File: config.mk
export PLATFORM = sky130hd
export DESIGN_NAME = cache_ctrl
export DESIGN_NICKNAME = d
export VERILOG_FILES = /design/src/cache_pkg.sv /design/src/mem_pkg.sv /design/src/cache_ctrl.sv
export VERILOG_INCLUDE_DIRS = /design/src /design/src/src
export SDC_FILE = /design/constraint.sdc
export NUM_CORES = 1
export LEC_CHECK = 0
export BUFFER_PORTS_ARGS = -buffer_cell sky130_fd_sc_hd__buf_2
export CAP_MARGIN = 5
export CORE_AREA = 2 2 113 115
export CTS_CLUSTER_DIAMETER = 80
export DETAILED_ROUTE_END_ITERATION = 16
export DIE_AREA = 0 0 115 117
export GPL_TIMING_DRIVEN = 1
export HOLD_SLACK_MARGIN = 0.15
export PLACE_DENSITY = 0.72
export SYNTH_ARGS = -nofsm -noshare
export SYNTH_HDL_FRONTEND = slang
export SYNTH_SLANG_ARGS = --single-unit
export TNS_END_PERCENT = 50
File: constraint.sdc
create_clock -name clk_i -period 4 [get_ports clk_i]
set_input_delay 0.2 -clock clk_i [delete_from_list [all_inputs] [get_ports clk_i]]
set_output_delay 0.2 -clock clk_i [all_outputs]
set_load 0.1 [all_outputs]
File: src/cache_config.svh
`ifndef CACHE_CONFIG_SVH
`define CACHE_CONFIG_SVH

// cache geometry
`define SET_BITS 4
`define WAYS 4
`define WORD_W 32

// backing memory
// cycles from first sight of a request to the done pulse
`define MEM_LATENCY 3
// word index width, 4 KB of words
`define MEM_IDX_BITS 10

`endif

File: src/cache_pkg.sv
`include "cache_config.svh"

package cache_pkg;

	// address split is tag | set | byte offset
	typedef logic [`WORD_W-1:0] addr_t;
	typedef logic [`WORD_W-`SET_BITS-3:0] tag_t;
	typedef logic [`SET_BITS-1:0] set_t;
	typedef logic [$clog2(`WAYS)-1:0] way_t;
	// one age per way, 3 is most recent
	typedef logic [$clog2(`WAYS)-1:0] age_t;
	typedef logic [`WORD_W-1:0] word_t;

	// cpu request, held by the controller after acceptance
	typedef struct packed {
		addr_t addr;
		word_t wdata;
		logic  write;
		logic  byte_op;
	} cache_req_t;

	// stores return zero data
	typedef struct packed {
		word_t rdata;
		logic  hit;
	} cache_rsp_t;

	typedef enum logic [2:0] {
		IDLE,
		LOOKUP,
		MEM_READ,
		FILL,
		MEM_WRITE,
		RESPOND
	} ctrl_state_e;

endpackage

File: src/mem_pkg.sv
`include "cache_config.svh"

package mem_pkg;

	typedef logic [`MEM_IDX_BITS-1:0] mem_idx_t;
	typedef logic [`WORD_W-1:0] mem_word_t;

	// held stable by the requester until done
	typedef struct packed {
		mem_idx_t  idx;
		mem_word_t wdata;
		logic      write;
		logic      byte_op;
		logic [1:0] byte_sel;
	} mem_req_t;

	// byte stores take the lane data from wdata[7:0]
	function automatic mem_word_t merge_byte(mem_word_t old_w, mem_word_t new_w,
			logic byte_op, logic [1:0] byte_sel);
		mem_word_t res;
		res = old_w;
		if (byte_op)
			res[byte_sel*8 +: 8] = new_w[7:0];
		else
			res = new_w;
		return res;
	endfunction

endpackage
File: src/cache_ctrl.sv
`timescale 1ns/1ps
`include "cache_config.svh"

module cache_ctrl (
	input  logic                  clk_i,
	input  logic                  rst_n_i,
	input  logic                  req_valid_i,
	input  cache_pkg::cache_req_t req_i,
	output logic                  ready_o,
	output logic                  rsp_valid_o,
	output cache_pkg::cache_rsp_t rsp_o,
	input  logic                  hit_i,
	input  cache_pkg::way_t       hit_way_i,
	input  cache_pkg::way_t       victim_way_i,
	input  cache_pkg::word_t      rdata_i,
	output cache_pkg::set_t       set_o,
	output cache_pkg::tag_t       tag_o,
	output logic                  fill_o,
	output logic                  upd_o,
	output cache_pkg::way_t       way_o,
	output cache_pkg::word_t      wdata_o,
	output logic [1:0]            byte_sel_o,
	output logic                  byte_op_o,
	output logic                  touch_o,
	output logic                  mem_req_valid_o,
	output mem_pkg::mem_req_t     mem_req_o,
	input  logic                  mem_done_i,
	input  mem_pkg::mem_word_t    mem_rdata_i
);
	import cache_pkg::*;
	import mem_pkg::*;

	ctrl_state_e state_q;
	ctrl_state_e state_d;
	cache_req_t  req_q;
	cache_rsp_t  rsp_q;
	mem_idx_t    mem_idx;
	logic        accept;

	// a new request may arrive in the response cycle
	assign ready_o     = (state_q == IDLE) || (state_q == RESPOND);
	assign accept      = req_valid_i && ready_o;
	assign rsp_valid_o = (state_q == RESPOND);
	assign rsp_o       = rsp_q;

	assign set_o   = req_q.addr[`SET_BITS+1:2];
	assign tag_o   = req_q.addr[`WORD_W-1:`SET_BITS+2];
	assign mem_idx = req_q.addr[`MEM_IDX_BITS+1:2];

	always_comb begin
		state_d = state_q;
		case (state_q)
			IDLE: if (accept) state_d = LOOKUP;
			LOOKUP: begin
				// stores always write through, loads go to memory on a miss
				if (req_q.write)
					state_d = MEM_WRITE;
				else if (hit_i)
					state_d = RESPOND;
				else
					state_d = MEM_READ;
			end
			MEM_READ: if (mem_done_i) state_d = FILL;
			FILL: state_d = RESPOND;
			MEM_WRITE: if (mem_done_i) state_d = RESPOND;
			RESPOND: state_d = accept ? LOOKUP : IDLE;
			default: state_d = IDLE;
		endcase
	end

	always_ff @(posedge clk_i or negedge rst_n_i) begin
		if (!rst_n_i)
			state_q <= IDLE;
		else
			state_q <= state_d;
	end

	always_ff @(posedge clk_i) begin
		if (accept)
			req_q <= req_i;
	end

	// response data, also the fill word after a load miss
	always_ff @(posedge clk_i) begin
		if (state_q == LOOKUP) begin
			rsp_q.hit   <= hit_i;
			rsp_q.rdata <= (hit_i && !req_q.write) ? rdata_i : '0;
		end else if (state_q == MEM_READ && mem_done_i) begin
			rsp_q.rdata <= mem_rdata_i;
		end
	end

	// array strobes
	assign fill_o     = (state_q == FILL);
	assign upd_o      = (state_q == LOOKUP) && hit_i && req_q.write;
	assign touch_o    = ((state_q == LOOKUP) && hit_i) || fill_o;
	assign way_o      = fill_o ? victim_way_i : hit_way_i;
	assign wdata_o    = fill_o ? rsp_q.rdata : req_q.wdata;
	assign byte_op_o  = !fill_o && req_q.byte_op;
	assign byte_sel_o = req_q.addr[1:0];

	assign mem_req_valid_o = (state_q == MEM_READ) || (state_q == MEM_WRITE);

	always_comb begin
		mem_req_o.idx      = mem_idx;
		mem_req_o.wdata    = req_q.wdata;
		mem_req_o.write    = (state_q == MEM_WRITE);
		mem_req_o.byte_op  = req_q.byte_op;
		mem_req_o.byte_sel = req_q.addr[1:0];
	end

	// cpu only issues while ready
	a_req_when_ready: assert property (@(posedge clk_i) disable iff (!rst_n_i)
		req_valid_i |-> ready_o);

	a_mem_req_stable: assert property (@(posedge clk_i) disable iff (!rst_n_i)
		mem_req_valid_o && !mem_done_i |=> mem_req_valid_o && $stable(mem_req_o));

endmodule

==> results of run 1 <==
per-layer routing:
layer	track usage [%]	vias up	routed length, um
met4	6.75	0	206
met2	33.6	188	6940
li1	-	1634	-
met1	20.4	1702	5140
met3	5.36	17	858
met5	0	-	0
area by class of cell:
| type | instances | area, um^2 |
|---|---|---|
| Tap cell | 150 | 188 |
| Multi-Input combinational cell | 93 | 862 |
| Clock inverter | 5 | 52.6 |
| Timing Repair Buffer | 397 | 2510 |
| Inverter | 5 | 18.8 |
| Clock buffer | 9 | 225 |
| Sequential cell | 102 | 3050 |
| Fill cell | 976 | 5410 |
worst max-delay path, cell delays in order, from the launching register on:
cell and delay (ns):
dfrtp_1 0.49, nor2b_1 0.32, nand2_2 0.63, mux2_2 0.43
buf_2 0.43
cells by family after synthesis:
kind of cell | count (synthesis) | synth area share (%)
AO/OA/AOI/OAI | 39 | 7.10
XOR/XNOR | 1 | 0.191
buffers and inverters | 95 | 15.0
flip-flops | 102 | 66.6
multiplexers | 35 | 8.58
AND/OR/NAND/NOR | 18 | 2.57
synth_stat cells:
| cell type | number |
|---|---|
| a21o_1 | 1 |
| nor3_1 | 2 |
| a2111oi_0 | 1 |
| and2_1 | 2 |
| inv_1 | 5 |
| nor3_4 | 1 |
| o21ai_0 | 2 |
| a22o_1 | 32 |
| dfrtp_1 | 3 |
| or3_1 | 2 |
| nor2b_1 | 2 |
| a21oi_1 | 2 |
| and3b_1 | 1 |
| or3b_1 | 1 |
| buf_6 | 4 |
| clkbuf_1 | 4 |
| nand2_1 | 1 |
| mux2_2 | 34 |
| xnor2_1 | 1 |
| nand2_2 | 1 |
| or2b_1 | 1 |
| nor2_1 | 2 |
| buf_2 | 3 |
| a221oi_1 | 1 |
| mux2i_1 | 1 |
| edfxtp_1 | 99 |
| buf_4 | 79 |
| and3_1 | 1 |
| nand3_1 | 1 |
stage by stage:
stage               util [%]  std cells  setup slack, ns  area, um^2  hold slack, ns
floorplan                  -        290            0.496        4590         -0.0956
global placement        45.5        644             1.63        5600        0.000804
detailed placement      45.5        644             1.49        5600       -0.000840
CTS                     56.1        761             1.12        6910           0.151
global route            56.1        761            0.999        6910           0.155
finish                  56.1        761             1.14        6910           0.169
worst max-delay path by stage:
stage / start / endpoint / slack, ns / depth (start not counted)
floorplan: state_q[2]$_DFFE_PN0P_ / touch_o / 0.50 / 5
global placement: state_q[0]$_DFFE_PN0P_ / wdata_o[18] / 1.63 / 4
detailed placement: state_q[0]$_DFFE_PN0P_ / wdata_o[7] / 1.49 / 4
CTS: state_q[0]$_DFFE_PN0P_ / wdata_o[7] / 1.12 / 4
global route: state_q[0]$_DFFE_PN0P_ / wdata_o[8] / 1.0 / 4
finish: state_q[0]$_DFFE_PN0P_ / wdata_o[19] / 1.14 / 4
flip-flops by register name, indices dropped and copies added (netlist names):
signal	flops
state_q	3
req_q	1
byte_sel_o	2
mem_req_o	43
tag_o	20
rsp_o	33
==> results by group, run 1 <==
Critical path
  – Crit end category: output port
  – Worst reg2reg path startpoint: state_q[1]$_DFFE_PN0P_
  – Critical path data required time: 3.80 ns
  – Largest driver fanout on the critical path: 37
  – Reg-to-reg endpoint: rsp_o[25]$_DFFE_PP_
  – Path depth of the worst reg2reg path: 5
  – Worst reg-to-reg setup slack: between 1 and 1.5 ns
  – Critical Path Source Type: register
  – Critical path data arrival time: 2.66 ns
  – Setup CP Type: register to output port

Final layout
  – Leading cell type in the layout, fill and taps excluded: buf_2
  – Commonest non-fill, non-tap cells in the layout: 290 x buf_2, 103 x dlygate4sd3_1, 99 x edfxtp_1, 34 x mux2_2, 32 x a22o_1
  – Area delta synth->final: 50.8%
  – Post-layout net count: 747
  – N_diodes: 0
  – Share of layout cells above drive strength 1: 56.8%

Floorplan
  – Die area: 13,500 um^2
  – Die height: about 120 um
  – Initial Util: 37.2%
  – Total core area: 12,300 um^2
  – I/O Pins: 291
  – FP Rows: 41
  – Die Span X: 115 um

Worst hold path
  – Hold path depth: 2
  – Hold path start: mem_rdata_i[25]
  – Hold Crit Endpoint: rsp_o[26]$_DFFE_PP_
  – Min-delay worst type: primary input to register

CTS
  – Post-CTS Setup Bufs: 0
  – Post-CTS Resized: 0
  – Clock Root Buffer: clkbuf_16
  – Htree depth: 3
  – CTS tree: yes
  – Clk buf depth: 2
  – Clock sinks: a little over 100
  – Hold Buf Count CTS: around 100
  – Worst skew pair latency: 0.33 ns
  – Reg clk slew, reported paths: 0.06 ns
  – TritonCTS Buffers: 9

Timing
  – Hold Vio Cnt, Final: 0
  – RSZ-0062 raised after global routing: false
  – Worst slew margin: 19.5%
  – Worst slew pin tran: roughly 1.2 ns
  – Peak Freq: approximately 350 MHz
  – Fin crit period: around 2.9 ns
  – Clk_skew: 0.00670 ns
  – Period utilisation layout: 71.5%
  – Finish-stage setup viols: 0
  – Max-slew violation count: 0
  – Setup TNS: 0 ns

GRT
  – Overflow after GRT: 0
  – Initial antenna violation count: 0
  – Global Route Usage Sum: 18.4%
  – Pin count of the biggest net entering global routing: 38
  – First-pass GRT wire length: approximately 18,000 um
  – Vias in the first global route: 3,594

Place
  – GPL Wtd Cong: between 0.8 and 0.9
  – Port Buf Inserts: 290
  – Post-DP HPWL: 8640 um

Yosys
  – Synth Net Count: 429
  – Mapped Area: approximately 4600 um^2
  – Post-synth cell types: 29
  – Synth area leaders: edfxtp_1 65%, buf_4 13%, mux2_2 8.4%
  – Avg Inst Size Synth: 15.8 um^2
  – Synth top area share: around two thirds
  – Largest area contributor in the netlist: edfxtp_1
  – Mapped Cells: 290
  – Sequential area share after synthesis: 66.6%
  – Ys Warns: 0
  – Seq cells post-synth: 102

Run status
  – Status: finished, final reports clean

Drt
  – DRT Pass-1 Iters: 4
  – Final WL: 13,100 um
  – DR iter-0 viols: 212
  – Vias/cell: 4.65
  – Total number of vias: 3,541
  – Antenna Nets Post-Route: 0
  – DRC viols: 0
  – Average routed wire per standard cell: ~17 um

Run
  – MaxCap Viol Count: 0
Power of run 1 is left out: the tool's default activity adds up to more than one toggle a clock period on the data nets, which glitch-free logic cannot reach.
==> run 2: changes to the inputs <==
Settings changed: CORE_AREA 2 2 113 115 to default, CORE_MARGIN from default to 2, CORE_UTILIZATION from default to 39, DIE_AREA 0 0 115 117 to default, PLACE_DENSITY 0.72 to 0.77.
Clock period 4 ns to 2.5 ns, I/O delays scaled along.
==> run 2 against run 1 <==
Effect of this change: the run now fails in clock tree synthesis (4_1_cts); synthesized cell count stayed put; synthesized area is the same.
==> results by group, run 2 <==
Yosys
  – Mapped Area: 4580 um^2 (unchanged)
  – Mapped Cells: 290 (unchanged)
  – Synth area leaders: edfxtp_1 65%, buf_4 13%, mux2_2 8.4%
  – Seq cells post-synth: 102 (unchanged)
  – Avg Inst Size Synth: 15.8 um^2 (unchanged)
  – Asr flop ratio synth: 2.94% (unchanged)
  – Post-synth top flop: edfxtp_1
  – Synth cell count leaders: 99 x edfxtp_1, 79 x buf_4, 34 x mux2_2
  – Sequential area share after synthesis: 66.6% (unchanged)
  – Most common cell in the netlist: edfxtp_1
  – Ys Warns: 0 (unchanged)
  – Synth Net Count: 429 (unchanged)
  – Post-synth cell types: 29 (unchanged)
  – Largest area contributor in the netlist: edfxtp_1
  – Synth top area share: 64.9% (unchanged)
  – EDFF count, synth: 99 (unchanged)

Run status
  – Error msg: [ERROR RSZ-0060] Max buffer count reached.
  – Status: did not finish
  – Stop stage: clock tree synthesis (4_1_cts)

CTS
  – Post-CTS Setup Bufs: 0 (unchanged)
  – Htree depth: 3 (unchanged)
  – Clock Root Buffer: clkbuf_16
  – Clock sinks: 102 (unchanged)
  – TritonCTS Buffers: 9 (unchanged)
  – Clk buf depth: 2 (unchanged)
  – Hold Buf Count CTS: 133 (+29%)
  – Post-CTS Resized: 0 (unchanged)

Floorplan
  – Die Span X: 112 um (-2.3%)
  – FP Rows: 39 (-4.9%)
  – Initial Util: 40.1% (+2.9 points)
  – I/O Pins: 291 (unchanged)
  – Die height: 112 um (-4.0%)

Place
  – Port Buf Inserts: 290 (unchanged)
  – GPL Wtd Cong: 0.794 (-6.4%)
  – Post-DP Area: 6180 um^2 (+10%)
  – Post-DP HPWL: 9450 um (+9.4%)
## run 2: cell counts after synthesis
No cell type changed its count.
## run 2: logic make-up after synthesis
logic type | after synthesis | synth area share (%)
AO/OA/AOI/OAI | 39 | 7.10
XOR/XNOR | 1 | 0.191
buffers and inverters | 95 | 15.0
flip-flops | 102 | 66.6
multiplexers | 35 | 8.58
AND/OR/NAND/NOR | 18 | 2.57
## run 2: stage by stage
step           util (%)  std cells  setup WS [ns]
2_1_floorplan         -        290         -0.330
3_3_place_gp       54.2        641          0.705
3_5_place_dp       54.2        641          0.635
==> run 3: changes to the inputs <==
Settings changed: CORE_AREA from default to 2 2 114 116, CORE_MARGIN 2 to default, CORE_UTILIZATION 39 to default, CTS_CLUSTER_DIAMETER 80 to default, DIE_AREA from default to 0 0 116 118, HOLD_SLACK_MARGIN 0.15 to default, PLACE_DENSITY 0.77 to default, PLACE_DENSITY_LB_ADDON from default to 0.15.
Clock period 2.5 ns to 3.25 ns, I/O delays scaled along.
==> run 3 against run 2 <==
Effect of this change: the flow now finishes without violations.
==> results by group, run 3 (synthesized netlist as in run 1, its figures left out) <==
Critical path
  – Crit end category: output port
  – Critical Path Source Type: register
  – Critical path data arrival time: 2.71 ns
  – Worst reg-to-reg setup slack: 0.83 ns
  – Crit path buf inv count: 1
  – Worst reg2reg path startpoint: state_q[1]$_DFFE_PN0P_
  – Path depth of the worst reg2reg path: 4
  – Critical path data required time: 3.09 ns
  – Cell family with the largest share of critical-path delay: simple AND/OR/NAND/NOR gates
  – Slowest stage cell, crit path: nand2_2
  – Critical path cell sequence: nor2b_1 -> nand2_2 -> mux2_2 -> buf_2
  – Largest driver fanout on the critical path: 37
  – Reg-to-reg endpoint: rsp_o[23]$_DFFE_PP_
  – Max incr delay on CP: slightly above 0.6 ns
  – Setup CP Type: register to output port

Final layout
  – Max FFs per register: 43
  – N_diodes: 0
  – Post-layout net count: ~710
  – Leading cell type in the layout, fill and taps excluded: buf_2
  – Commonest non-fill, non-tap cells in the layout: 290 x buf_2, 99 x edfxtp_1, 65 x dlygate4sd3_1, 34 x mux2_2, 32 x a22o_1
  – Share of layout cells above drive strength 1: between 60% and 70%
  – Area delta synth->final: 45.2%

Floorplan
  – Die Span X: 116 um (+3.2%)
  – Die height: 118 um (+5.0%)
  – Initial Util: 36.9% (-3.2 points)
  – I/O Pins: 291 (unchanged)
  – Total core area: 12,400 um^2
  – Die area: approximately 14,000 um^2
  – FP Rows: 41 (+5.1%)

CTS
  – Reg clk slew, reported paths: 0.07 ns
  – Clock sinks: 102 (unchanged)
  – Clock Root Buffer: clkbuf_16
  – Clk buf depth: 2 (unchanged)
  – TritonCTS Buffers: 9 (unchanged)
  – Hold Buf Count CTS: 65 (-51%)
  – CTS tree: yes
  – Post-CTS Resized: 0 (unchanged)
  – Worst skew pair latency: about 0.34 ns
  – Htree depth: 3 (unchanged)
  – Post-CTS Setup Bufs: 0 (unchanged)

GRT
  – Initial antenna violation count: 0
  – Vias in the first global route: around 3,500
  – Pin count of the biggest net entering global routing: 38
  – Global Route Usage Sum: 17.9%
  – First-pass GRT wire length: 18,200 um
  – Overflow after GRT: 0

Place
  – Port Buf Inserts: 290 (unchanged)
  – GPL Wtd Cong: 0.773 (-2.6%)
  – Post-DP HPWL: 9030 um (-4.5%)

Drt
  – DRT Pass-1 Iters: 4
  – DR iter-0 viols: 153
  – Total number of vias: 3,306
  – DRC viols: 0
  – Vias/cell: 4.41
  – Average routed wire per standard cell: 16.8 um
  – Final WL: around 13,000 um
  – Antenna Nets Post-Route: 0

Worst hold path
  – Hold path start: req_i[41]
  – Hold path depth: 1
  – Min-delay worst type: primary input to register
  – Hold Crit Endpoint: mem_req_o[41]$_DFFE_PN_

Timing
  – RSZ-0062 raised after global routing: false
  – Hold Vio Cnt, Final: 0
  – Peak Freq: 349 MHz
  – Max-slew violation count: 0
  – Setup TNS: 0 ns
  – Finish-stage setup viols: 0
  – Fin crit period: 2.87 ns
  – Worst slew margin: 38.0%
  – Clk_skew: ~0.0060 ns
  – Worst slew pin tran: 0.927 ns
  – Period utilisation layout: 88.3%

Run status
  – Status: finished, final reports clean

Run
  – MaxCap Viol Count: 0
[run 3: through the flow]
stage	instance area [um^2]	setup slack [ns]	std cells	hold slack [ns]	util [%]
CTS	6650	0.337	749	0.0109	53.5
finish	6650	0.381	749	0.0193	53.5
global route	6650	0.173	749	0.00955	53.5
global placement	5660	0.831	668	-0.0386	45.6
detailed placement	5660	0.701	668	-0.0364	45.6
floorplan	4590	0.318	290	-0.133	-
[run 3: how the worst max path moves through the flow]
| stage | startpoint | end | slack [ns] | depth (start not counted) |
|---|---|---|---|---|
| 4_1_cts | state_q[0]$_DFFE_PN0P_ | wdata_o[13] | 0.34 | 4 |
| 2_1_floorplan | state_q[1]$_DFFE_PN0P_ | state_q[2]$_DFFE_PN0P_ | 0.32 | 3 |
| 5_1_grt | state_q[0]$_DFFE_PN0P_ | wdata_o[13] | 0.17 | 4 |
| 3_3_place_gp | state_q[1]$_DFFE_PN0P_ | rsp_o[24]$_DFFE_PP_ | 0.83 | 4 |
| 3_5_place_dp | state_q[0]$_DFFE_PN0P_ | wdata_o[13] | 0.70 | 4 |
| 6_report | state_q[0]$_DFFE_PN0P_ | wdata_o[13] | 0.38 | 4 |
[run 3: cell type report]
class | instances | area (um^2)
Clock buffer | 9 | 225
Clock inverter | 7 | 113
Fill cell | 1074 | 5770
Inverter | 5 | 18.8
Multi-Input combinational cell | 93 | 868
Sequential cell | 102 | 3050
Tap cell | 172 | 215
Timing Repair Buffer | 361 | 2160
[run 3: metal layers]
metal	vias to the layer above	wire (um)	GRT usage [%]
met4	0	207	6.77
met2	182	6410	32.0
met5	-	0	0
met1	1541	4870	19.6
met3	12	1110	5.20
li1	1571	-	-
Power of run 3 is left out for the same reason.
==> run 4: changes to the inputs <==
Settings changed: CTS_BUF_LIST from default to sky130_fd_sc_hd__clkbuf_4.
==> run 4 against run 3 <==
Effect of this change: die area unchanged; flip-flop and latch count unchanged; utilization increased by 4.3 points; register-to-register slack got worse by 0.55 ns; first-iteration DRC count decreased by 12%; cell area increased by 7.9%; worst hold slack improved by 0.061 ns; non-clock buffer count increased by 68; setup slack got worse by 0.099 ns; routed wire length increased by 3.0%; via count increased by 9.0%; largest cell class unchanged.
==> results by group, run 4 (synthesized netlist as in run 1, its figures left out) <==
Critical path
  – Setup crit start: state_q[1]$_DFFE_PN0P_
  – Largest driver fanout on the critical path: 17 (-54%)
  – Max incr delay on CP: 0.73 ns (+0.12 ns)
  – Critical path data arrival time: 3.30 ns (+0.59 ns)
  – Critical path cell sequence: or3b_1 -> nor3_4 -> buf_4 -> a22o_1 -> dlygate4sd3_1
  – Crit end category: register
  – Critical Path Source Type: register
  – Cell family with the largest share of critical-path delay: simple AND/OR/NAND/NOR gates
  – Crit path buf inv count: 2 (+1)
  – Slowest stage cell, crit path: or3b_1
  – Setup CP Type: register to register
  – Critical path data required time: 3.58 ns (+0.49 ns)
  – Worst reg2reg path startpoint: state_q[1]$_DFFE_PN0P_

GRT
  – Overflow after GRT: 0 (unchanged)
  – First-pass GRT wire length: 19,000 um (+4.1%)
  – Global Route Usage Sum: 18.4% (+0.53 points)
  – Vias in the first global route: 3,803 (+9.0%)
  – Initial antenna violation count: 0 (unchanged)
  – Pin count of the biggest net entering global routing: 38 (unchanged)

Timing
  – Worst slew pin tran: 0.684 ns (-0.243 ns)
  – Clk_skew: 0.0116 ns (+0.00554 ns)
  – Period utilisation layout: 91.3% (+3.0 points)
  – Worst slew margin: 54.4% (+16 points)
  – Fin crit period: 2.97 ns (+0.0987 ns)
  – Peak Freq: 337 MHz (-3.3%)
  – Max-slew violation count: 0 (unchanged)
  – Setup TNS: 0 ns (unchanged)
  – RSZ-0062 raised after global routing: false
  – Hold Vio Cnt, Final: 0 (unchanged)
  – Finish-stage setup viols: 0 (unchanged)

Final layout
  – Post-layout net count: 779 (+9.6%)
  – Commonest non-fill, non-tap cells in the layout: 290 x buf_2, 133 x dlygate4sd3_1, 99 x edfxtp_1, 34 x mux2_2, 32 x a22o_1
  – Max FFs per register: 43 (unchanged)
  – N_diodes: 0 (unchanged)
  – Final Cell Area: 7180 um^2 (+7.9%)
  – Share of layout cells above drive strength 1: 54.3% (-6.4 points)
  – Leading cell type in the layout, fill and taps excluded: buf_2
  – Area delta synth->final: 56.7%

Drt
  – Average routed wire per standard cell: 15.9 um (-5.6%)
  – Vias/cell: 4.41 (about the same)
  – DRT Pass-1 Iters: 5 (+1)
  – DR iter-0 viols: 134 (-12%)
  – Antenna Nets Post-Route: 0 (unchanged)
  – Total number of vias: 3,604 (+9.0%)
  – DRC viols: 0 (unchanged)
  – Final WL: 13,000 um (+3.0%)

Floorplan
  – Total core area: 12,400 um^2 (unchanged)
  – Initial Util: 36.9% (unchanged)
  – Die height: 118 um (unchanged)
  – Die area: 13,700 um^2 (unchanged)
  – Die Span X: 116 um (unchanged)
  – FP Rows: 41 (unchanged)
  – I/O Pins: 291 (unchanged)

Run status
  – Status: finished, final reports clean

CTS
  – Worst skew pair latency: 0.46 ns (+0.12 ns)
  – Clock sinks: 102 (unchanged)
  – TritonCTS Buffers: 9 (unchanged)
  – Post-CTS Setup Bufs: 0 (unchanged)
  – Clock Root Buffer: clkbuf_4
  – Reg clk slew, reported paths: 0.14 ns (+0.07 ns)
  – Htree depth: 3 (unchanged)
  – Clk buf depth: 2 (unchanged)
  – CTS tree: yes

Place
  – Port Buf Inserts: 290 (unchanged)
  – GPL Wtd Cong: 0.773 (unchanged)
  – Post-DP Area: 5660 um^2 (unchanged)
  – Post-DP HPWL: 9030 um (unchanged)

Worst hold path
  – Hold path start: mem_done_i
  – Min-delay worst type: primary input to register

Run
  – MaxCap Viol Count: 0 (unchanged)
[run 4: final timing paths]
path	to	cells past startpoint	slack (ns)
max	rsp_o[24]$_DFFE_PP_	5	0.28
max reg2reg	rsp_o[24]$_DFFE_PP_	5	0.28
min in group asynchronous	state_q[1]$_DFFE_PN0P_	3	0.56
max in group asynchronous	state_q[2]$_DFFE_PN0P_	3	2.55
min	state_q[0]$_DFFE_PN0P_	3	0.08
min reg2reg	state_q[1]$_DFFE_PN0P_	1	0.68
[run 4: through the flow]
stage / hold WS [ns] / setup slack, ns / std cells / utilization, %
finish: 0.0798 / 0.282 / 817 / 57.8
global route: 0.0425 / 0.0744 / 817 / 57.8
CTS: 0.0346 / 0.159 / 817 / 57.8
detailed placement: -0.0364 / 0.701 / 668 / 45.6
global placement: -0.0386 / 0.831 / 668 / 45.6
floorplan: -0.133 / 0.318 / 290 / -
[run 4: layout make-up]
type | count | area [um^2]
timing repair buffer | 429 | 2840
tap | 172 | 215
clock buffer | 9 | 67.6
fill | 1034 | 5240
inverter | 5 | 18.8
clock inverter | 7 | 113
multi-input combinational | 93 | 873
sequential | 102 | 3050
[run 4: timing repair]
item,4_1_cts,5_1_grt
endpoints found under the hold margin,102,0
resized for setup,0,1
hold buffers,133,0
setup endpoints to repair,0,1
[run 4: tightest hold or removal path: stages]
cell and delay (ns):
buf_2 0.12, mux2i_1 0.13, a221oi_1 0.10
[run 4: routing by layer]
metal,vias up,routed length (um),global-route usage (%)
met3,15,1030,4.69
met1,1696,5040,20.2
met2,188,6670,33.3
met5,-,0,0
li1,1705,-,-
met4,0,233,7.29
Power of run 4 is left out for the same reason.
